<file path="src/rtl/nnPkg.sv">
`default_nettype none

package nnPkg;

	// ******************************
	// datapath sizes
	// ******************************
	localparam int dataWidth = 8;
	localparam int neuronInputs = 15;
	localparam int neuronCount = 4;
	localparam int neuronIdxWidth = 2;
	localparam int biasWidth = 16;
	localparam int accWidth = 23;
	localparam int fracShift = 6;
	localparam logic [accWidth-1:0] satLimit = accWidth'(8192);
	localparam logic [dataWidth-1:0] satValue = dataWidth'(127);
	localparam logic [neuronIdxWidth-1:0] lastNeuron = neuronIdxWidth'(neuronCount - 1);

	// ******************************
	// register map
	// ******************************
	// all byte addresses, one 32 bit word per register
	localparam logic [11:0] ctrlAddr = 12'h000;
	localparam logic [11:0] statusAddr = 12'h004;
	localparam logic [11:0] inputBase = 12'h040;
	localparam logic [11:0] weightBase = 12'h100;
	localparam logic [11:0] resultBase = 12'h200;

	typedef struct packed {
		logic [11:0] paddr;
		logic psel;
		logic penable;
		logic pwrite;
		logic [31:0] pwdata;
	} apbReq;

	typedef struct packed {
		logic [31:0] prdata;
		logic pready;
		logic pslverr;
	} apbRsp;

	// slot 15 carries the bias, lower slots one weight each
	typedef struct packed {
		logic valid;
		logic [neuronIdxWidth-1:0] neuron;
		logic [3:0] slot;
		logic [biasWidth-1:0] data;
	} weightWrite;

	typedef struct packed {
		logic [neuronInputs-1:0][dataWidth-1:0] weights;
		logic [biasWidth-1:0] bias;
	} neuronParams;

	typedef struct packed {
		logic valid;
		logic [neuronIdxWidth-1:0] neuron;
	} dotIssue;

	typedef struct packed {
		logic valid;
		logic [neuronIdxWidth-1:0] neuron;
		logic [accWidth-1:0] sum;
	} dotResult;

	typedef struct packed {
		logic valid;
		logic [neuronIdxWidth-1:0] neuron;
		logic [dataWidth-1:0] value;
	} activation;

	typedef enum logic [1:0] {
		idle,
		issue,
		drain,
		finish
	} ctrlState;

endpackage

`default_nettype wire

</file>
<file path="src/rtl/reluQuant.sv">
`default_nettype none

module reluQuant (
	input wire logic clk,
	input wire logic reset,
	input nnPkg::dotResult sum,
	output nnPkg::activation result
);

	logic [nnPkg::dataWidth-1:0] value;

	// rounding can lift the top unsaturated value to 128
	always_comb
	begin
		if (sum.sum[nnPkg::accWidth-1])
			value = '0;
		else if (sum.sum >= nnPkg::satLimit)
			value = nnPkg::satValue;
		else
			value = sum.sum[nnPkg::fracShift +: nnPkg::dataWidth]
				+ {{(nnPkg::dataWidth-1){1'b0}}, sum.sum[nnPkg::fracShift-1]};
	end

	always_ff @(posedge clk)
	begin
		result.value <= value;
		result.neuron <= sum.neuron;
		if (reset)
			result.valid <= 1'b0;
		else
			result.valid <= sum.valid;
	end

	outputInRange: assert property (
		@(posedge clk) disable iff (reset)
		result.valid |-> result.value <= 8'd128
	);

endmodule

`default_nettype wire

</file>
<file path="config.mk">
export PLATFORM = sky130hd
export DESIGN_NAME = reluQuant
export DESIGN_NICKNAME = d
export VERILOG_FILES = /design/src/rtl/nnPkg.sv /design/src/rtl/reluQuant.sv
export SDC_FILE = /design/constraint.sdc
export NUM_CORES = 1
export LEC_CHECK = 0
export ABC_AREA = 1
export CORE_UTILIZATION = 30
export CTS_CLUSTER_SIZE = 14
export DETAILED_ROUTE_END_ITERATION = 6
export DONT_BUFFER_PORTS = 1
export PLACE_DENSITY = 0.52
export SLEW_MARGIN = 15
export SYNTH_ARGS = -nofsm -noshare
export SYNTH_HDL_FRONTEND = slang
export SYNTH_SLANG_ARGS = --single-unit
</file>
<file path="constraint.sdc">
create_clock -name clk -period 1.25 [get_ports clk]
set_input_delay 0 -clock clk [delete_from_list [all_inputs] [get_ports clk]]
set_output_delay 0 -clock clk [all_outputs]
set_load 0.1 [all_outputs]
</file>
=== After elaboration in Yosys (flattened, before gate mapping) ===
Cells that the tools add are included.

* Div/mod/pow operators: 0
* Multipliers: 0
* Muxes and demuxes: 1
* Equality and inequality tests: 0
* Bitwise logic cells: 0
* Add/subtract/negate cells: 1
* Reductions and logical operators: 1
* Order comparisons: 1
* Shifts and indexed selects: 0

{| class="wikitable"
|+ Operator list
! cell !! count
|-
| 23-bit by 14-bit >= comparator with 1-bit output, second input constant || 1
|-
| 8-bit by 1-bit adder with 8-bit output || 1
|-
| 7-bit two-way mux || 1
|-
| 2-bit OR reduction || 1
|}

* Bits in latches: 0
* Memories kept: 0
* RAM bits: 0
* Input port bits: 28
* Register bits after elaboration: 11
* Output and inout bits: 11
* Logic and storage cells: 8
* Memory bits (read-only): 0

=== Logic depth before layout (Yosys ltp) ===
* Word-level depth: 2
* Depth in mapped cells: 8
* Depth with buffers taken out: 8

=== Worst setup path after synthesis ===
No wires, ideal clock.

* Path type: register to output
* Start point: register result[0] (netlist bit)
* End point: output result[0] (netlist bit)
* Slack: 0.341 ns
* Arrival time: 0.909 ns
* Buffers on the path: 0
* Required time: 1.250 ns
* Stages on the path, launching flop included: 1
* Path through: dfxtp_1

{| class="wikitable"
|+ RTL lines
! element !! line !! RTL
|-
| start: declaration || reluQuant.sv:7 || <nowiki>output nnPkg::activation result</nowiki>
|}

No word-level cell between the ends.

=== Worst setup path in the final report ===
* Start point: input sum[22] (netlist bit)
* End point: register result[6] (netlist bit)

* Longest elaborated chain between the ends: 2

{| class="wikitable"
|+ RTL lines
! element !! line !! RTL
|-
| start: declaration || reluQuant.sv:6 || <nowiki>input nnPkg::dotResult sum,</nowiki>
|-
| 23-bit by 14-bit >= comparator with 1-bit output || reluQuant.sv:17 || <nowiki>else if (sum.sum >= nnPkg::satLimit)</nowiki>
|-
| 7-bit two-way mux || reluQuant.sv:17 ||
|}

Parallel ways exist; a longest one is shown, timed or not.
A chain may end at the register's enable or synchronous reset.

==> impl_metrics.env <==
export IMPL_wl_per_cell_um=9.77
export IMPL_antenna_found_initial=0
export IMPL_fin_ws_ns=0.200
export IMPL_end_kind="register"
export IMPL_tightest_slew_ns=0.280
export IMPL_gp_congestion=0.733
export IMPL_critical_path_class="input pin to register"
export IMPL_largest_reg_flops=11
export IMPL_status="complete, no violations"
export IMPL_antenna_diode_count=0
export IMPL_worstPathRequired_ns=1.41
export IMPL_critical_path_slowest_cell="dlygate4sd3_1"
export IMPL_dr_pass1_iters=2
export IMPL_relSlewSlack_pct=81.5
export IMPL_grt_util_met2_pct=21.8
export IMPL_start_util_pct=32.5
export IMPL_crit_fanout=7
export IMPL_numCtsBuffers=3
export IMPL_reg_top3="result (11)"
export IMPL_min_period_ns=1.05
export IMPL_cts_tree="yes"
export IMPL_regMostFlops="result"
export IMPL_htree_levels=1
export IMPL_die_h_um=42.9
export IMPL_antenna_left=0
export IMPL_power_total_uw=841
export IMPL_drt_initial_drc_count=1
export IMPL_nNetsFinal=127
export IMPL_p_leak_uw=0.000382
export IMPL_yosys_warnings=0
export IMPL_final_cell_mix="nand2_1, nor2_1, inv_1"
export IMPL_max_stage_delay_ns=0.60
export IMPL_layout_commonest_cell="nand2_1"
export IMPL_drv_cap=0
export IMPL_portBuffers=0
export IMPL_postLayoutCoreUtil_pct=48.1
export IMPL_cts_root_buf="clkbuf_4"
export IMPL_hold_viol=0
export IMPL_hold_path_class="input pin to register"
export IMPL_synth_seq_cells=11
export IMPL_ys_seq_area_share_pct=43.9
export IMPL_syn_nets=100
export IMPL_fin_crit_sh_pct=84.0
export IMPL_gr_max_usage_layer="met2"
export IMPL_wirelength_um=1090
export IMPL_synth_area_per_cell_sq_um=7.17
export IMPL_p_per_area_mw_per_mm2=1140
export IMPL_grtUsageMet1_pct=11.2
export IMPL_grt_pass1_wl_um=1640
export IMPL_pre_cts_ws_ns=0.243
export IMPL_max_freq_mhz=952
export IMPL_cts_path_max_buffers=2
export IMPL_ios=39
export IMPL_num_vias=496
export IMPL_layout_drive_gt1_share_pct=19.8
export IMPL_synth_cells=70
export IMPL_post_cts_repair_setup_buffers=0
export IMPL_die_w_um=42.9
export IMPL_grt_pass1_vias=432
export IMPL_vdd_drop_max_v=0.000386
export IMPL_drc_errors=0
export IMPL_grt_util_met3_pct=4.26
export IMPL_cts_sinks=11
export IMPL_start_kind="input pin"
export IMPL_dieArea_sq_mm=0.00184
export IMPL_clk_pin_slew_worst_paths_ns=0.07
export IMPL_finalSetupTns_ns=0
export IMPL_ys_types=15
export IMPL_rsz0062_at_grt="no"
export IMPL_rows=14
export IMPL_hold_ws_ns=0.0149
export IMPL_drv_slew=0
export IMPL_crit_arrival_ns=1.21
export IMPL_grt_max_degree=8
export IMPL_grtUsageTotal_pct=12.2
export IMPL_mappedNetlistArea_sq_um=502
export IMPL_dp_hpwl_um=780
export IMPL_grt_ovfl_total=0
export IMPL_core_area_sq_mm=0.00154
export IMPL_syn_to_final_growth_pct=47.6
export IMPL_crit_chain="dlygate4sd3_1, inv_2, nand3_2, nor2_4, inv_2, nor2_1, nor2_1"
export IMPL_setup_viol=0
export IMPL_vias_per_cell=4.43
-- where the power goes --
part	switching [uW]	internal [uW]	leakage [uW]	total (uW)
clock	117	123	0.0000150	240
combinational	165	63.5	0.000274	229
sequential	4.67	367	0.0000923	372
-- logic make-up after synthesis --
family | after synthesis | share of synthesized area, %
AND/OR/NAND/NOR | 37 | 33.4
XOR/XNOR | 2 | 3.49
buffers and inverters | 15 | 11.2
adder cells (fa/ha/maj) | 2 | 4.99
AO/OA/AOI/OAI | 3 | 2.99
flip-flops | 11 | 43.9
-- cell usage after synthesis --
master    instances  area (sq um)
ha_1              2          25.0
xor2_1            1          8.76
o21ai_1           1          5.00
inv_1            13          48.8
inv_2             2          7.51
nand2_1          16          60.1
nand3_2           2          20.0
nor2_4            1          11.3
a21oi_1           1          5.00
o21ai_0           1          5.00
nor2_1           13          48.8
nand3b_1          1          7.51
xnor2_1           1          8.76
dfxtp_1          11           220
nand3_1           4          20.0
-- per-layer routing --
layer	share of wire (%)	vias up
met3	8.5	2
met5	0	-
met2	52	25
met4	2.1	0
met1	38	210
li1	-	259
-- worst max-delay path, delay by kind of cell --
family / cells / cell delay [ns]
buffers and inverters: 3 / 0.77
AND/OR/NAND/NOR: 4 / 0.44
-- area by class of cell --
class	count	area (sq um)
Fill cell	163	801
Multi-Input combinational cell	44	225
Sequential cell	11	220
Timing Repair Buffer	22	193
Inverter	15	56.3
Clock buffer	4	26.3
Tap cell	16	20.0
-- stage by stage --
stage               cell area (sq um)  cells
finish                            741    112
global route                      741    112
CTS                               741    112
detailed placement                604     97
global placement                  604     97
floorplan                         502     70
-- path summary, 6_finish.rpt --
path                  startpoint              endpoint  depth (start not counted)
worst max-delay path     sum[22]  result[6]$_SDFF_PP0_                          7
worst min-delay path     sum[11]  result[5]$_SDFF_PP0_                          5
-- what timing repair did --
item                                   CTS  global route
hold buffers                            11             0
endpoints found under the hold margin   11             0
resized for setup                        0             0
No activity file was read; power rests on OpenSTA's default activity.
