[config.mk]
export PLATFORM = sky130hd
export DESIGN_NAME = apbRegs
export DESIGN_NICKNAME = d
export VERILOG_FILES = /design/src/rtl/nnPkg.sv /design/src/rtl/apbRegs.sv
export SDC_FILE = /design/constraint.sdc
export NUM_CORES = 1
export LEC_CHECK = 0
export BUFFER_PORTS_ARGS = -buffer_cell sky130_fd_sc_hd__buf_2
export CAP_MARGIN = 40
export CORE_UTILIZATION = 40
export CTS_BUF_LIST = sky130_fd_sc_hd__clkbuf_16
export DETAILED_ROUTE_END_ITERATION = 7
export PLACE_DENSITY = 0.66
export SLEW_MARGIN = 20
export SYNTH_ARGS = -nofsm -noshare
export SYNTH_HDL_FRONTEND = slang
export SYNTH_SLANG_ARGS = --single-unit
[constraint.sdc]
create_clock -name clk -period 5.9 [get_ports clk]
set_input_delay 0.295 -clock clk [delete_from_list [all_inputs] [get_ports clk]]
set_output_delay 0.295 -clock clk [all_outputs]
set_load 0.03 [all_outputs]
[src/rtl/nnPkg.sv]
`default_nettype none

package nnPkg;

	// ******************************
	// datapath sizes
	// ******************************
	localparam int dataWidth = 8;
	localparam int neuronInputs = 15;
	localparam int neuronCount = 4;
	localparam int neuronIdxWidth = 2;
	localparam int biasWidth = 16;
	localparam int accWidth = 23;
	localparam int fracShift = 6;
	localparam logic [accWidth-1:0] satLimit = accWidth'(8192);
	localparam logic [dataWidth-1:0] satValue = dataWidth'(127);
	localparam logic [neuronIdxWidth-1:0] lastNeuron = neuronIdxWidth'(neuronCount - 1);

	// ******************************
	// register map
	// ******************************
	// all byte addresses, one 32 bit word per register
	localparam logic [11:0] ctrlAddr = 12'h000;
	localparam logic [11:0] statusAddr = 12'h004;
	localparam logic [11:0] inputBase = 12'h040;
	localparam logic [11:0] weightBase = 12'h100;
	localparam logic [11:0] resultBase = 12'h200;

	typedef struct packed {
		logic [11:0] paddr;
		logic psel;
		logic penable;
		logic pwrite;
		logic [31:0] pwdata;
	} apbReq;

	typedef struct packed {
		logic [31:0] prdata;
		logic pready;
		logic pslverr;
	} apbRsp;

	// slot 15 carries the bias, lower slots one weight each
	typedef struct packed {
		logic valid;
		logic [neuronIdxWidth-1:0] neuron;
		logic [3:0] slot;
		logic [biasWidth-1:0] data;
	} weightWrite;

	typedef struct packed {
		logic [neuronInputs-1:0][dataWidth-1:0] weights;
		logic [biasWidth-1:0] bias;
	} neuronParams;

	typedef struct packed {
		logic valid;
		logic [neuronIdxWidth-1:0] neuron;
	} dotIssue;

	typedef struct packed {
		logic valid;
		logic [neuronIdxWidth-1:0] neuron;
		logic [accWidth-1:0] sum;
	} dotResult;

	typedef struct packed {
		logic valid;
		logic [neuronIdxWidth-1:0] neuron;
		logic [dataWidth-1:0] value;
	} activation;

	typedef enum logic [1:0] {
		idle,
		issue,
		drain,
		finish
	} ctrlState;

endpackage

`default_nettype wire

[src/rtl/apbRegs.sv]
`default_nettype none

module apbRegs (
	input wire logic clk,
	input wire logic reset,
	input nnPkg::apbReq apbIn,
	output nnPkg::apbRsp apbOut,
	input wire logic busy,
	input wire logic done,
	input nnPkg::activation result,
	output nnPkg::weightWrite weightWr,
	output logic [nnPkg::neuronInputs-1:0][nnPkg::dataWidth-1:0] inputVector,
	output logic start
);

	logic access;
	logic writeAccess;
	logic ctrlHit;
	logic statusHit;
	logic inputHit;
	logic weightHit;
	logic resultHit;
	logic mapped;
	logic lockedWrite;
	logic [3:0] inputIdx;
	logic [31:0] readData;
	logic [nnPkg::neuronCount-1:0][nnPkg::dataWidth-1:0] results;

	// ******************************
	// address decode
	// ******************************
	assign access = apbIn.psel && apbIn.penable;
	assign writeAccess = access && apbIn.pwrite;
	assign inputIdx = apbIn.paddr[5:2];

	assign ctrlHit = apbIn.paddr == nnPkg::ctrlAddr;
	assign statusHit = apbIn.paddr == nnPkg::statusAddr;
	// the last word of the input window has no input behind it
	assign inputHit = (apbIn.paddr[11:6] == nnPkg::inputBase[11:6])
		&& (inputIdx != 4'(nnPkg::neuronInputs));
	assign weightHit = apbIn.paddr[11:8] == nnPkg::weightBase[11:8];
	assign resultHit = apbIn.paddr[11:4] == nnPkg::resultBase[11:4];
	assign mapped = ctrlHit || statusHit || inputHit || weightHit || resultHit;

	// writes that would disturb a run in flight
	assign lockedWrite = inputHit || weightHit || (ctrlHit && apbIn.pwdata[0]);

	assign start = writeAccess && ctrlHit && apbIn.pwdata[0] && !busy;

	assign weightWr.valid = writeAccess && weightHit && !busy;
	assign weightWr.neuron = apbIn.paddr[7:6];
	assign weightWr.slot = apbIn.paddr[5:2];
	assign weightWr.data = apbIn.pwdata[nnPkg::biasWidth-1:0];

	always_ff @(posedge clk)
	begin
		if (writeAccess && inputHit && !busy)
			inputVector[inputIdx] <= apbIn.pwdata[nnPkg::dataWidth-1:0];
	end

	always_ff @(posedge clk)
	begin
		if (reset)
			results <= '0;
		else if (result.valid)
			results[result.neuron] <= result.value;
	end

	// ******************************
	// read path and response
	// ******************************
	always_comb
	begin
		readData = '0;
		if (statusHit)
		begin
			readData[0] = busy;
			readData[1] = done;
		end
		else if (inputHit)
			readData[nnPkg::dataWidth-1:0] = inputVector[inputIdx];
		else if (resultHit)
			readData[nnPkg::dataWidth-1:0] = results[apbIn.paddr[3:2]];
	end

	assign apbOut.prdata = readData;
	assign apbOut.pready = 1'b1;
	assign apbOut.pslverr = access && (!mapped || (apbIn.pwrite && busy && lockedWrite));

endmodule

`default_nettype wire

# Word level (Yosys, flattened, before mapping)
# Cells that the tools add are included.
[classes]
order_cmp = 5
eq_ne = 5
n_mux = 14
reduce_logical = 26
[op_table]
columns = ["cell", "n"]
rows = [
  ["bitwise mux 120 bit", 1],
  ["two-way mux 8 bit", 6],
  ["binary-select mux 8 bit (select 4 bit)", 1],
  ["bitwise mux 32 bit", 1],
  ["demux 8 bit (select 4 bit)", 1],
  ["binary-select mux 8 bit (select 2 bit)", 1],
  ["demux 8 bit (select 2 bit)", 1],
  ["logical AND 1 bit", 16],
  ["equality test 12 x 3 -> 1 bit, second input constant", 1],
  ["zero test 12 bit", 1],
  ["equality test 8 x 6 -> 1 bit, second input constant", 1],
  ["logical OR 1 bit", 7],
  ["equality test 6 x 1 -> 1 bit, second input constant", 1],
  ["< comparator 2 x 3 -> 1 bit, second input constant", 2],
  ["two-way mux 6 bit", 1],
  ["< comparator 4 x 5 -> 1 bit, second input constant", 1],
  ["equality test 4 x 1 -> 1 bit, second input constant", 1],
  [">= comparator 4 x 1 -> 1 bit, second input constant", 1],
  ["!= test 4 bit, second input constant", 1],
  [">= comparator 2 x 1 -> 1 bit, second input constant", 1],
  ["zero test 1 bit", 2],
  ["two-way mux 2 bit", 1],
]
[totals]
ff_bits = 152
inputBits = 62
output_inout_bits = 178
elab_cells = 69

# Logic depth before layout (Yosys ltp)
[logic_depth]
ltp_word = 8
mapped_depth = 8
mapped_depth_nobuf = 4

# Worst setup path before layout
# Ideal clock, no wire load.
[synth_path]
path_type = "input-to-reg"
startpoint = "input port apbIn[37] (netlist name)"
endpoint = "register inputVector[16] (netlist name), enable pin"
setup_time_ns = 0.383
t_arrival_ns = 1.915
t_required_ns = 5.517
path_slack_ns = 3.602
path_stages = 7
path_buffers = 3
path_cell_list = "buf_6 > buf_2 > nand4_1 > and4_1 > clkbuf_1 > nand3_1 > nor3_1"
[synth_via]
elab_chain_len = 4
[synth_lines]
columns = ["element", "line", "rtl"]
rows = [
  ["start: declaration", "apbRegs.sv:6", "input nnPkg::apbReq apbIn,"],
  ["!= test 4 bit", "apbRegs.sv:40", "&& (inputIdx != 4'(nnPkg::neuronInputs));"],
  ["logical AND 1 bit", "apbRegs.sv:40", ""],
  ["logical AND 1 bit (2 in a row)", "apbRegs.sv:57", "if (writeAccess && inputHit && !busy)"],
  ["end signal: indexed assignment", "apbRegs.sv:58", "inputVector[inputIdx] <= apbIn.pwdata[nnPkg::dataWidth-1:0];"],
  ["end: declaration", "apbRegs.sv:12", "output logic [nnPkg::neuronInputs-1:0][nnPkg::dataWidth-1:0] inputVector,"],
]
# Every way passes these cells.
# A chain may end at the register's enable or synchronous reset.

==> flow_summary.yaml <==
global_routing:
  antenna_found_initial: 1
  grt-ovfl-total: 0
  grt_first_pass_wirelength_mm: 26.9
  grt_start_max_net_pins: 33
  grt_pass1_vias: 4361
  groute.usage.overall_pct: 21.3
route:
  met1_length_mm: 7.71
  via_per_inst: 5.26
  drt_pre_antenna_iters: 4
  routedWlPerCell_um: 21.5
  route.vias.total: 4496
  detail_route.wirelength_mm: 18.4
  detailroute.wirelength.met2_mm: 8.88
  drt_iter0_markers: 386
  routed.top_layer: "met5"
  met3_length_mm: 1.52
  drc: 0
  detail-route-antenna-nets: 0
synthesis:
  synth.area.top_cells: "sky130_fd_sc_hd__edfxtp_1 (53%), sky130_fd_sc_hd__dfxtp_1 (9.5%), sky130_fd_sc_hd__mux2i_1 (7.3%), sky130_fd_sc_hd__buf_4 (5.3%), sky130_fd_sc_hd__mux4_2 (4.7%)"
  yosysWarningCount: 0
  post_synth_num_cell_types: 45
  cells_after_synthesis: 456
  synthesis.area_um2: 6760
  netlist.area_leader.share_pct: 53.3
  synth_enable_flop_cells: 120
  synth_area_per_cell_um2: 14.8
  ys_async_sr_fraction_pct: 0
  yosys_most_used_dff: "sky130_fd_sc_hd__edfxtp_1"
  postSynthRegisterBits: 152
  yosysTopAreaCell: "sky130_fd_sc_hd__edfxtp_1"
  ys_seq_area_share_pct: 62.8
cts:
  clock_tree.root_cell: "sky130_fd_sc_hd__clkbuf_16"
  cts_buffer_depth: 2
  clock_tree.htree_level_count: 4
  cts-resized-gates: 0
  postCtsSetupRepairBufs: 0
  cts_tree: "built"
  worst_skew_late_latency_ns: 0.41
  postCtsHoldBufs: 0
  numClockSinks: 152
  cts_buffers: 17
  cts.reportedPaths.clkPinSlew_ns: 0.06
die:
  rows: 47
  die_width_um: 132
  design.portCount: 240
  die_h_um: 132
  initial_utilization_pct: 40.9
  fp.dieArea_um2: 17400
  core-area_um2: 16500
place:
  place_congestion: 0.819
  pre_cts_slack_ns: 2.78
  place_area_um2: 7600
  place.port_buffers: 182
  hpwlAfterDp_mm: 13.2
sta:
  finalHoldViolCount: 0
  worst_slew_pin_slew_ns: 0.877
  setup_viol: 0
  rsz0062_at_grt: "false"
  fin_crit_ns: 3.13
  max_freq_ghz: 0.320
  clock-skew-final_ns: 0
  final-max-slew-violation-count: 0
  slew-limit-headroom_pct: 41.0
  final.setup.worst_slack_ns: 2.77
  tns_ns: 0
  min_period_over_period_pct: 53.0
cells_and_area:
  layout.cell_area.non_filler_um2: 8220
  nets: 684
  post_route_cells_drive_above_1_share_pct: 39.2
  ant_diodes: 0
  layout_commonest_cell: "sky130_fd_sc_hd__buf_2"
  nFillCells: 1465
  regArea_um2: 4240
  area.growth.synth_to_final_pct: 21.6
  highest_count_cells_in_the_layout_ignoring_fill_and_taps: "sky130_fd_sc_hd__buf_2 (182), sky130_fd_sc_hd__edfxtp_1 (120), sky130_fd_sc_hd__mux2i_1 (49), sky130_fd_sc_hd__nor2_1 (47), sky130_fd_sc_hd__dfxtp_1 (32)"
  multiInputGateArea_um2: 2090
power:
  power.leakage_nw: 3.36
  p_per_area_nw_per_um2: 290
  ir_worst_vdd_v: 0.000203
worst_setup_path:
  critical_path.max_fanout: 21
  worst_setup_path_end_kind: "primary output"
  crit_type: "input pin to primary output"
  crit_path_start_kind: "input pin"
  worst_ep_required_time_ns: 5.61
  arrival_ns: 2.83
min_path:
  hold_path.class: "input pin to flip-flop"
flow_run:
  max_cap_viol_count: 0
status:
  outcome: "finished, final reports clean"
[metrics by stage]
step	cells	utilization [%]	hold slack, ns	power, W
2_1_floorplan	479	-	0.367	0.00133
4_1_cts	850	49.5	0.154	0.00240
5_1_grt	855	49.7	0.169	0.00246
3_5_place_dp	818	46.0	0.482	0.00136
3_3_place_gp	818	46.0	0.467	0.00135
6_report	855	49.7	0.168	0.00238
[area by class of cell]
class                           instances  area share, %
Sequential cell                       152           51.7
Tap cell                              220           3.35
Multi-Input combinational cell        251           25.5
Clock buffer                           20           6.09
Clock inverter                         12          0.944
Inverter                                5          0.228
Timing Repair Buffer                  195           12.3
[critical path, cell delays in order]
cell,delay (ns)
sky130_fd_sc_hd__buf_2,0.49
sky130_fd_sc_hd__buf_4,0.44
sky130_fd_sc_hd__mux4_1,0.59
sky130_fd_sc_hd__and2_1,0.17
sky130_fd_sc_hd__a211oi_1,0.41
sky130_fd_sc_hd__o31ai_1,0.20
sky130_fd_sc_hd__buf_2,0.21
[report_power, final]
part / internal (W) / switching, W / total, W
Combinational: 0.0000540 / 0.000116 / 0.000170
Clock: 0.000645 / 0.000405 / 0.00105
Sequential: 0.00116 / 0.00000363 / 0.00116
[final timing paths]
check,cells after the start,start,slack [ns],end
hold / removal,3,result[0],0.17,results[16]
setup / recovery,7,apbIn[37],2.77,apbOut[9]
setup reg to reg,2,results[12],5.22,results[12]
hold reg to reg,2,results[16],0.49,results[16]
[logic make-up after synthesis]
| logic type | Yosys count | share of synthesized area, % |
|---|---|---|
| AO/OA/AOI/OAI | 44 | 5.15 |
| buffers and inverters | 76 | 7.53 |
| multiplexers | 82 | 17.1 |
| flip-flops | 152 | 62.8 |
| other | 2 | 0.111 |
| AND/OR/NAND/NOR | 100 | 7.33 |
[registers in the layout (all words and copies together), names as in the netlist]
name,flops
inputVector,120
results,32
[metal layers]
layer	up-vias	global-route usage [%]
li1	2015	-
met1	2202	27.4
met2	256	34.5
met3	21	7.04
met4	2	5.81
met5	-	0
[cell usage after synthesis, drive strengths merged (2+ instances only)]
cell,number
o31ai,6
mux4,23
inv,5
nor3b,2
a21boi,6
a31oi,2
edfxtp,120
o21ai,2
nor2,47
nand2b,3
buf,57
nand2,4
nand3b,2
conb,2
and2,8
nand3,12
mux2i,49
clkbuf,14
nand4,5
nor4,3
nor2b,3
mux2,10
nor4b,2
a221o,8
nor3,5
a211oi,6
a22oi,7
dfxtp,32
Power figures use the tool's default switching activity.
