**src/rtl/nnPkg.sv**
```systemverilog
`default_nettype none

package nnPkg;

	// ******************************
	// datapath sizes
	// ******************************
	localparam int dataWidth = 8;
	localparam int neuronInputs = 15;
	localparam int neuronCount = 4;
	localparam int neuronIdxWidth = 2;
	localparam int biasWidth = 16;
	localparam int accWidth = 23;
	localparam int fracShift = 6;
	localparam logic [accWidth-1:0] satLimit = accWidth'(8192);
	localparam logic [dataWidth-1:0] satValue = dataWidth'(127);
	localparam logic [neuronIdxWidth-1:0] lastNeuron = neuronIdxWidth'(neuronCount - 1);

	// ******************************
	// register map
	// ******************************
	// all byte addresses, one 32 bit word per register
	localparam logic [11:0] ctrlAddr = 12'h000;
	localparam logic [11:0] statusAddr = 12'h004;
	localparam logic [11:0] inputBase = 12'h040;
	localparam logic [11:0] weightBase = 12'h100;
	localparam logic [11:0] resultBase = 12'h200;

	typedef struct packed {
		logic [11:0] paddr;
		logic psel;
		logic penable;
		logic pwrite;
		logic [31:0] pwdata;
	} apbReq;

	typedef struct packed {
		logic [31:0] prdata;
		logic pready;
		logic pslverr;
	} apbRsp;

	// slot 15 carries the bias, lower slots one weight each
	typedef struct packed {
		logic valid;
		logic [neuronIdxWidth-1:0] neuron;
		logic [3:0] slot;
		logic [biasWidth-1:0] data;
	} weightWrite;

	typedef struct packed {
		logic [neuronInputs-1:0][dataWidth-1:0] weights;
		logic [biasWidth-1:0] bias;
	} neuronParams;

	typedef struct packed {
		logic valid;
		logic [neuronIdxWidth-1:0] neuron;
	} dotIssue;

	typedef struct packed {
		logic valid;
		logic [neuronIdxWidth-1:0] neuron;
		logic [accWidth-1:0] sum;
	} dotResult;

	typedef struct packed {
		logic valid;
		logic [neuronIdxWidth-1:0] neuron;
		logic [dataWidth-1:0] value;
	} activation;

	typedef enum logic [1:0] {
		idle,
		issue,
		drain,
		finish
	} ctrlState;

endpackage

`default_nettype wire

```
**src/rtl/layerCtrl.sv**
```systemverilog
`default_nettype none

module layerCtrl (
	input wire logic clk,
	input wire logic reset,
	input wire logic start,
	input nnPkg::activation result,
	output nnPkg::dotIssue issue,
	output logic busy,
	output logic done
);

	nnPkg::ctrlState state;
	logic [nnPkg::neuronIdxWidth-1:0] count;
	logic lastResult;

	assign lastResult = result.valid && (result.neuron == nnPkg::lastNeuron);

	// ******************************
	// run sequencing
	// ******************************
	always_ff @(posedge clk)
	begin
		if (reset)
		begin
			state <= nnPkg::idle;
			count <= '0;
			done <= 1'b0;
		end
		else
		begin
			case (state)
				nnPkg::issue:
				begin
					count <= count + 1'b1;
					if (count == nnPkg::lastNeuron)
						state <= nnPkg::drain;
				end
				nnPkg::drain:
				begin
					// done shows up together with busy dropping
					if (lastResult)
					begin
						state <= nnPkg::finish;
						done <= 1'b1;
					end
				end
				default:
				begin
					if (start)
					begin
						state <= nnPkg::issue;
						count <= '0;
						done <= 1'b0;
					end
					else
						state <= nnPkg::idle;
				end
			endcase
		end
	end

	// one neuron per cycle while issuing
	assign issue.valid = state == nnPkg::issue;
	assign issue.neuron = count;
	assign busy = (state == nnPkg::issue) || (state == nnPkg::drain);

	// the register block must refuse a start while a run is in flight
	noStartWhileBusy: assert property (
		@(posedge clk) disable iff (reset)
		start |-> !busy
	);

endmodule

`default_nettype wire

```
**config.mk**
```make
export PLATFORM = sky130hd
export DESIGN_NAME = layerCtrl
export DESIGN_NICKNAME = d
export VERILOG_FILES = /design/src/rtl/nnPkg.sv /design/src/rtl/layerCtrl.sv
export SDC_FILE = /design/constraint.sdc
export NUM_CORES = 1
export LEC_CHECK = 0
export ABC_AREA = 1
export BUFFER_PORTS_ARGS = -buffer_cell sky130_fd_sc_hd__buf_2
export CORE_AREA = 2 2 39 41
export DETAILED_ROUTE_END_ITERATION = 8
export DIE_AREA = 0 0 41 43
export GPL_ROUTABILITY_DRIVEN = 0
export HOLD_SLACK_MARGIN = 0.1
export PLACE_DENSITY_LB_ADDON = 0.1
export SYNTH_ARGS = -nofsm -noshare
export SYNTH_HDL_FRONTEND = slang
export SYNTH_SLANG_ARGS = --single-unit
```
**constraint.sdc**
```tcl
create_clock -name clk -period 1.6 [get_ports clk]
set_clock_uncertainty 0.15 [all_clocks]
set_input_delay 0.16 -clock clk [delete_from_list [all_inputs] [get_ports clk]]
set_output_delay 0.16 -clock clk [all_outputs]
set_load 0.005 [all_outputs]
```
# == Yosys cells after proc, flatten, opt, wreduce, memory -nomap -nowiden ==
# Index checks and enable logic that the tools add are counted.
# op_classes
add_sub_neg,1
n_eq_ne,6
muxes,9
bitwise_logic,2
reduce_logical,7
# ops
op,n
2-bit one-hot mux with 2 select lines,2
"2-bit == test, second input constant",3
2-bit two-way mux,3
2-bit AND reduction,2
2-bit nonzero test,2
1-bit two-way mux,3
3-bit AND reduction,1
"2-bit by 1-bit adder with 2-bit output, second input constant",1
"2-bit by 1-bit == test with 1-bit output, second input constant",1
"2-bit by 1-bit inequality test with 1-bit output, second input constant",1
"2-bit inequality test, second input constant",1
1-bit inverter,2
1-bit one-hot mux with 2 select lines,1
1-bit logical AND,1
1-bit logical OR,1
# word_totals
reg_bits,5
in_bits,14
word_cells,28

# == Logic depth before layout (Yosys ltp) ==
# Gate-level depths: netlist of the first run.
# logic_depth
depth_word,4
mapped_depth,8
depth_no_buf,8

# == Worst setup path after synthesis of the first run ==
# No wires, ideal clock.
# synth_timing
path_kind,reg2reg
startpoint,reg state[0]
endpoint,reg state[0]
setup_ns,0.115
t_arrival_ns,1.018
slack_ns,0.317
stages_incl_launch_ff,9
period_less_slack_ns,1.283
path_cell_list,dfxtp_1 -> inv_1 -> ha_1 -> nand2_1 -> inv_1 -> nor2_1 -> nand3_1 -> nand2_1 -> nor2_1
# synth_via
elab_chain_len,3
elab_cells_between_ends,6
# synth_lines
item,line_no,rtl
from (decl),layerCtrl.sv:13,nnPkg::ctrlState state;
from (signal assigned),layerCtrl.sv:26,state <= nnPkg::idle;
from (signal assigned),layerCtrl.sv:37,state <= nnPkg::drain;
from (signal assigned),layerCtrl.sv:44,state <= nnPkg::finish;
2-bit by 1-bit == test with 1-bit output / 2-bit == test (equally long branches),layerCtrl.sv:32,case (state)
2-bit by 1-bit inequality test with 1-bit output (no line) / 2-bit inequality test (equally long branches),-,
2-bit AND reduction (no line),-,
# Parallel ways exist; a longest one is shown, timed or not.
# A chain may end at the register's enable or synchronous reset.

# == Worst setup path in the final report of the first run ==
# layout_timing
startpoint,reg state[0]
endpoint,out busy
# layout_via
elab_chain_len,2
elab_cells_between_ends,3
# layout_lines
item,line_no,rtl
2-bit by 1-bit == test with 1-bit output / 2-bit == test (equally long branches),layerCtrl.sv:66,assign busy = (state == nnPkg::issue) || (state == nnPkg::drain);
1-bit logical OR (*),layerCtrl.sv:66,
to (decl),layerCtrl.sv:9,"output logic busy,"
# Every way passes the cells marked *; elsewhere a longest branch is shown, timed or not.

==> out/metrics.csv, run 1 <==
stage;metric;value;unit
outcome;outcome;finished, final reports clean;
final_layout;P&R area growth vs syn;40.4;%
floorplan;chip width;41;µm
floorplan;die area;1760;µm²
clock_tree;Clock Path Buffers;2;
floorplan;row count;14;
final_layout;share of layout cells above drive strength 1;0.254;
clock_tree;Root Buffer;clkbuf_4;
sta;Tmin final;1450;ps
routing;Remaining DRCs;0;
final_layout;Final Net Count;77;
setup_path;slowest cell delay on critical path;350;ps
setup_path;crit path kind;flip-flop to output port;
run;Max Cap Violations;0;
clock_tree;Clock Pin Slew Worst Setup and Hold Paths;40;ps
clock_tree;later-pin clock latency in the skew report;240;ps
logic_synthesis;cell taking the most area after synthesis;dfxtp_1;
clock_tree;setup bufs post-CTS;0;
setup_path;Max Fanout on Critical Path;4;
floorplan;# IOs;19;
routing;Detailed Route Iter0 Violations;3;
logic_synthesis;Mapped Cells;43;
global_routing;grt met2 use;0.109;
logic_synthesis;Post-Synth Simple-Gate Area;0.300;
sta;RSZ-0062 raised after global routing;no;
setup_path;Data arrival, critical path;1140;ps
logic_synthesis;largest family of logic cells by synthesized area;simple AND/OR/NAND/NOR gates;
logic_synthesis;post-synth top area share;0.348;
final_layout;fin cells;75;
routing;final wirelength;560;µm
sta;count of final max-slew check failures;0;
setup_path;Worst path slowest cell;dfxtp_1;
logic_synthesis;synthesized area per cell;6.69;µm²
logic_synthesis;synthesized flop and latch total;5;
logic_synthesis;Synth Area in XOR/XNOR;0;
setup_path;R2R Setup Slk;220;ps
global_routing;GR Util met1;0.103;
floorplan;core area;1380;µm²
clock_tree;clk sink count;5;
logic_synthesis;Synth Warn #;0;
routing;Routed Antenna Nets;0;
power;Leakage;0.218;nW
setup_path;Req. time, crit path;1290;ps
global_routing;initial antenna violation count;0;
placement;IO Port Bufs;10;
sta;slew at the pin with the worst max-slew slack;227;ps
logic_synthesis;Syn Std Cell Area;288;µm²
logic_synthesis;Seq/Total Area, Yosys;0.348;
logic_synthesis;Synth Net Count;60;
global_routing;total track usage;0.0823;
logic_synthesis;ys async rst share;0;
logic_synthesis;most frequent cell after synthesis;inv_1;
final_layout;Seq. cell area;100;µm²
sta;fmax;0.690;GHz
final_layout;multi-input logic area;154;µm²
logic_synthesis;Post-synth EDFFs;0;
setup_path;CP cell instances;inv_1, ha_1, inv_1, buf_2;
global_routing;first-pass GRT wire length;972;µm
routing;DR WL/cell;7.47;µm
global_routing;Most Used Layer, Global Route;met2;
placement;Final HPWL DP;484;µm
floorplan;Starting Density;0.208;
logic_synthesis;top_reg_cell synth;dfxtp_1;
power;Power, Total;0.707;mW
global_routing;Congestion Overflow GR;0;
power;Pwr Density;1750;nW/µm²
setup_path;CP endpoint kind;output port;
final_layout;final-layout fill cell count;158;
logic_synthesis;top cells by area, synth;dfxtp_1, ha_1, inv_1;
sta;Final period util;0.906;
sta;Slew Limit Headroom;0.847;
floorplan;Die Y;43;µm
sta;# setup viols final;0;
clock_tree;number of CTS-inserted buffers;3;
sta;Hold Violations, Final;0;
global_routing;largest net degree at the start of global routing;6;
logic_synthesis;mux cell area share after synthesis;0;
clock_tree;H-tree levels;1;
logic_synthesis;synth unique cells;10;
clock_tree;CTS tree;yes;
setup_path;CP dominant cell by count;inv_1;
logic_synthesis;Post-Synth Adder-Cell Area;0.130;
logic_synthesis;Synth Area in Compound Gates;0.104;
routing;drt via density;3.97;
global_routing;vias in the first global route;258;
routing;via count;298;
placement;placed cells;69;
global_routing;grt met3 use;0.0314;
logic_synthesis;top cells by count, synth;inv_1, nand2_1, nor2_1;
setup_path;Worst setup SP type;flip-flop;
sta;total negative slack;0;ps
routing;drt first pass iters;2;
power;Worst VDD drop;0.530;mV
final_layout;ant diodes;0;
worst_hold_path;Hold WC Path Type;input port to flip-flop;
registers in the layout (all words and copies together) (netlist names):
name,cells
count,2
state,2
done,1
cell families after synthesis:
| logic type | Yosys count |
|---|---|
| and+or+nand+nor | 20 |
| buffers and inverters | 9 |
| AOI/OAI and AO/OA | 6 |
| DFF | 5 |
| adders and majority gates | 3 |
area by class of cell:
class / instances / area share
repair buffers: 12 / 0.173
clock buffers: 4 / 0.0650
multi-input cells: 29 / 0.381
flip-flops and latches: 5 / 0.248
well taps: 16 / 0.0495
inverters: 9 / 0.0836
power by group:
| part | total, mW | leakage [nW] | internal [mW] | switching (mW) |
|---|---|---|---|---|
| Combinational | 0.369 | 0.162 | 0.167 | 0.202 |
| Clock | 0.141 | 0.0150 | 0.0940 | 0.0468 |
| Sequential | 0.197 | 0.0410 | 0.167 | 0.0297 |
| Total | 0.707 | 0.218 | 0.428 | 0.279 |
worst max-delay path, delay by kind of cell (launching register included):
| kind | cells | cell delay, ps |
|---|---|---|
| flops | 1 | 350 |
| fa+ha+maj | 1 | 340 |
| buf+inv | 3 | 210 |
layer usage:
metal	vias to the layer above	part of all wire
met2	8	0.43
li1	166	-
met1	124	0.52
met4	0	0
met3	0	0.052
met5	-	0
through the flow:
step	setup slack (ps)	cell area, µm²	utilization	hold WS [ps]
floorplan	317	288	-	79.1
global placement	197	358	0.259	189
detailed placement	201	358	0.259	198
CTS	127	404	0.292	224
global route	52.3	404	0.292	278
finish	150	404	0.292	230
layout by cell type (no fill, tap or decap):
master,Yosys,final
nor2_1,7,7
clkbuf_1,0,1
a21oi_1,4,4
dlygate4sd3_1,0,2
or2_4,1,1
nand2_1,7,7
inv_2,1,1
clkbuf_4,0,3
nand3_1,5,5
ha_1,3,3
dfxtp_1,5,5
buf_2,0,10
inv_1,8,8
o21ai_0,2,2
worst paths after layout:
kind,start,to,cells after the start
hold / removal,result[8],done,5
hold reg to reg,done,done,2
setup reg to reg,state[0],state[0],8
setup / recovery,state[0],busy,4
what timing repair did:
action                                 in CTS  in global routing
endpoints found under the hold margin       5                  0
setup endpoints to repair                   0                  0
resized for setup                           0                  0
hold buffers                                2                  0
Note: power is estimated with default switching activity, not from simulation.
==> run 2: changes to the inputs <==
CELL_PAD_IN_SITES_DETAIL_PLACEMENT = 0   (was unset)
CELL_PAD_IN_SITES_GLOBAL_PLACEMENT = 2   (was unset)
CORE_AREA = unset   (was 2 2 39 41)
CORE_MARGIN = 2   (was unset)
CORE_UTILIZATION = 17   (was unset)
DIE_AREA = unset   (was 0 0 41 43)
==> run 2 against run 1 <==
  * Global-route usage fell by 0.20 points
  * Critical path depth did not move
  * Sequential share of layout area did not move
  * Clock power rose by 5%
  * Non-clock buffer count did not move
  * Largest power group unchanged
  * Design area did not move
  * Highest routed layer is now met4
  * Flip-flop and latch count did not move
  * Maximum frequency fell by 0.22%
  * Critical path type unchanged
  * Cell count did not move
==> out/metrics.csv, run 2 (synthesis gave the netlist of run 1 again) <==
stage;metric;value;unit;change
setup_path;Worst path slowest cell;dfxtp_1;;
setup_path;Max Fanout on Critical Path;4;;unchanged
setup_path;Worst setup SP type;flip-flop;;
power;Pwr Density;1800;nW/µm²;+2.6%
floorplan;chip width;45.1;µm;+10%
sta;Slew Limit Headroom;0.781;;-0.0663
outcome;outcome;finished, final reports clean;;
clock_tree;Root Buffer;clkbuf_4;;
routing;Routed Antenna Nets;0;;unchanged
final_layout;fin util;0.262;;-0.0299
setup_path;Data arrival, critical path;1140;ps;about the same
routing;drt first pass iters;1;;-1
sta;fmax;0.688;GHz;-0.22%
global_routing;largest net degree at the start of global routing;6;;unchanged
routing;Remaining DRCs;0;;unchanged
routing;final wirelength;690;µm;+23%
sta;# setup viols final;0;;unchanged
final_layout;Final Net Count;77;;unchanged
sta;count of final max-slew check failures;0;;unchanged
global_routing;total track usage;0.0803;;-0.00200
routing;drt via density;4.12;;+3.7%
final_layout;biggest regs;count (2), state (2), done (1);;
floorplan;# IOs;19;;unchanged
global_routing;Congestion Overflow GR;0;;unchanged
global_routing;grt met3 use;0.0360;;+0.00459
setup_path;CP endpoint kind;output port;;
routing;via count;309;;+3.7%
global_routing;first-pass GRT wire length;1130;µm;+16%
placement;IO Port Bufs;10;;unchanged
sta;total negative slack;0;ps;unchanged
floorplan;core area;1540;µm²;+11%
sta;Final period util;0.908;;+0.00204
clock_tree;number of CTS-inserted buffers;3;;unchanged
floorplan;die area;2040;µm²;+16%
worst_hold_path;Hold WC Path Type;input port to flip-flop;;
floorplan;Die Y;45.1;µm;+5.0%
sta;slew at the pin with the worst max-slew slack;325;ps;+98.5 ps
final_layout;most frequent cells in the layout;buf_2, inv_1, nand2_1, nor2_1;;
global_routing;initial antenna violation count;0;;unchanged
clock_tree;Clock Path Buffers;2;;unchanged
final_layout;share of layout cells above drive strength 1;0.254;;unchanged
placement;Final HPWL DP;568;µm;+17%
sta;RSZ-0062 raised after global routing;no;;
run;Max Cap Violations;0;;unchanged
setup_path;Req. time, crit path;1290;ps;about the same
power;Leakage;0.218;nW;unchanged
floorplan;row count;14;;unchanged
final_layout;ant diodes;0;;unchanged
clock_tree;clk sink count;5;;unchanged
routing;DR WL/cell;9.20;µm;+23%
global_routing;vias in the first global route;294;;+14%
global_routing;GR Util met1;0.0892;;-0.0137
global_routing;Most Used Layer, Global Route;met2;;
clock_tree;CTS tree;yes;;
final_layout;final-layout fill cell count;186;;+18%
clock_tree;later-pin clock latency in the skew report;250;ps;about the same
final_layout;most common cell after layout, fill and taps aside;buf_2;;
power;Worst VDD drop;0.645;mV;+22%
setup_path;CP cell instances;inv_1, ha_1, inv_1, buf_2;;
clock_tree;Clock Pin Slew Worst Setup and Hold Paths;50;ps;about the same
clock_tree;H-tree levels;1;;unchanged
setup_path;CP dominant cell by count;inv_1;;
final_layout;P&R area growth vs syn;40.4;%;unchanged
setup_path;slowest cell delay on critical path;350;ps;about the same
sta;Hold Violations, Final;0;;unchanged
floorplan;Starting Density;0.187;;-0.0213
global_routing;grt met2 use;0.114;;+0.00491
routing;Detailed Route Iter0 Violations;0;;-3
sta;Tmin final;1450;ps;+3.26 ps
setup_path;crit path kind;flip-flop to output port;;
==> run 2: through the flow <==
step	power [mW]	worst slack (ps)	instance area, µm²	std cells	hold WS (ps)
final	0.726	147	404	75	233
after global routing	0.816	65.7	404	75	280
after CTS	0.741	124	404	75	242
after detailed placement	0.585	201	358	69	189
after global placement	0.574	223	358	69	180
after floorplan	0.467	317	288	43	79.1
==> run 2: area by class of cell <==
| class | instances | area, µm² | area share |
|---|---|---|---|
| Clock buffer | 4 | 26.3 | 0.0650 |
| Inverter | 9 | 33.8 | 0.0836 |
| Multi-Input combinational cell | 29 | 154 | 0.381 |
| Sequential cell | 5 | 100 | 0.248 |
| Tap cell | 16 | 20.0 | 0.0495 |
| Timing Repair Buffer | 12 | 70.1 | 0.173 |
==> run 2: final timing paths <==
| check | start | depth (start not counted) | slack (ps) | endpoint |
|---|---|---|---|---|
| setup reg to reg | state[0] | 8 | 210 | state[0] |
| hold / removal | result[8] | 5 | 230 | done |
| hold reg to reg | done | 2 | 290 | done |
| setup / recovery | state[0] | 4 | 150 | busy |
==> run 2: worst max-delay path: cells and delay by family, from the launching register on <==
family                     cells  cell delay (ps)
adders and majority gates      1              340
DFF                            1              350
buffers and inverters          3              210
==> run 2: power by group <==
group          total, mW  switching (mW)  internal [mW]  leakage (nW)
Sequential         0.199          0.0316          0.167        0.0410
Clock              0.148          0.0540         0.0945        0.0150
Combinational      0.379           0.212          0.167         0.162
==> run 2: per-layer routing <==
layer  up-vias  share of wire
met1       129           0.45
met3         4          0.090
li1        167              -
met5         -              0
met2         9           0.43
met4         0          0.028
==> run 2: timing repair <==
| action | CTS | global route |
|---|---|---|
| hold buffers | 2 | 0 |
| hold endpoints to repair | 4 | 0 |
| setup buffers | 0 | 0 |
| endpoints found under the setup margin | 0 | 0 |
| resized for setup | 0 | 0 |
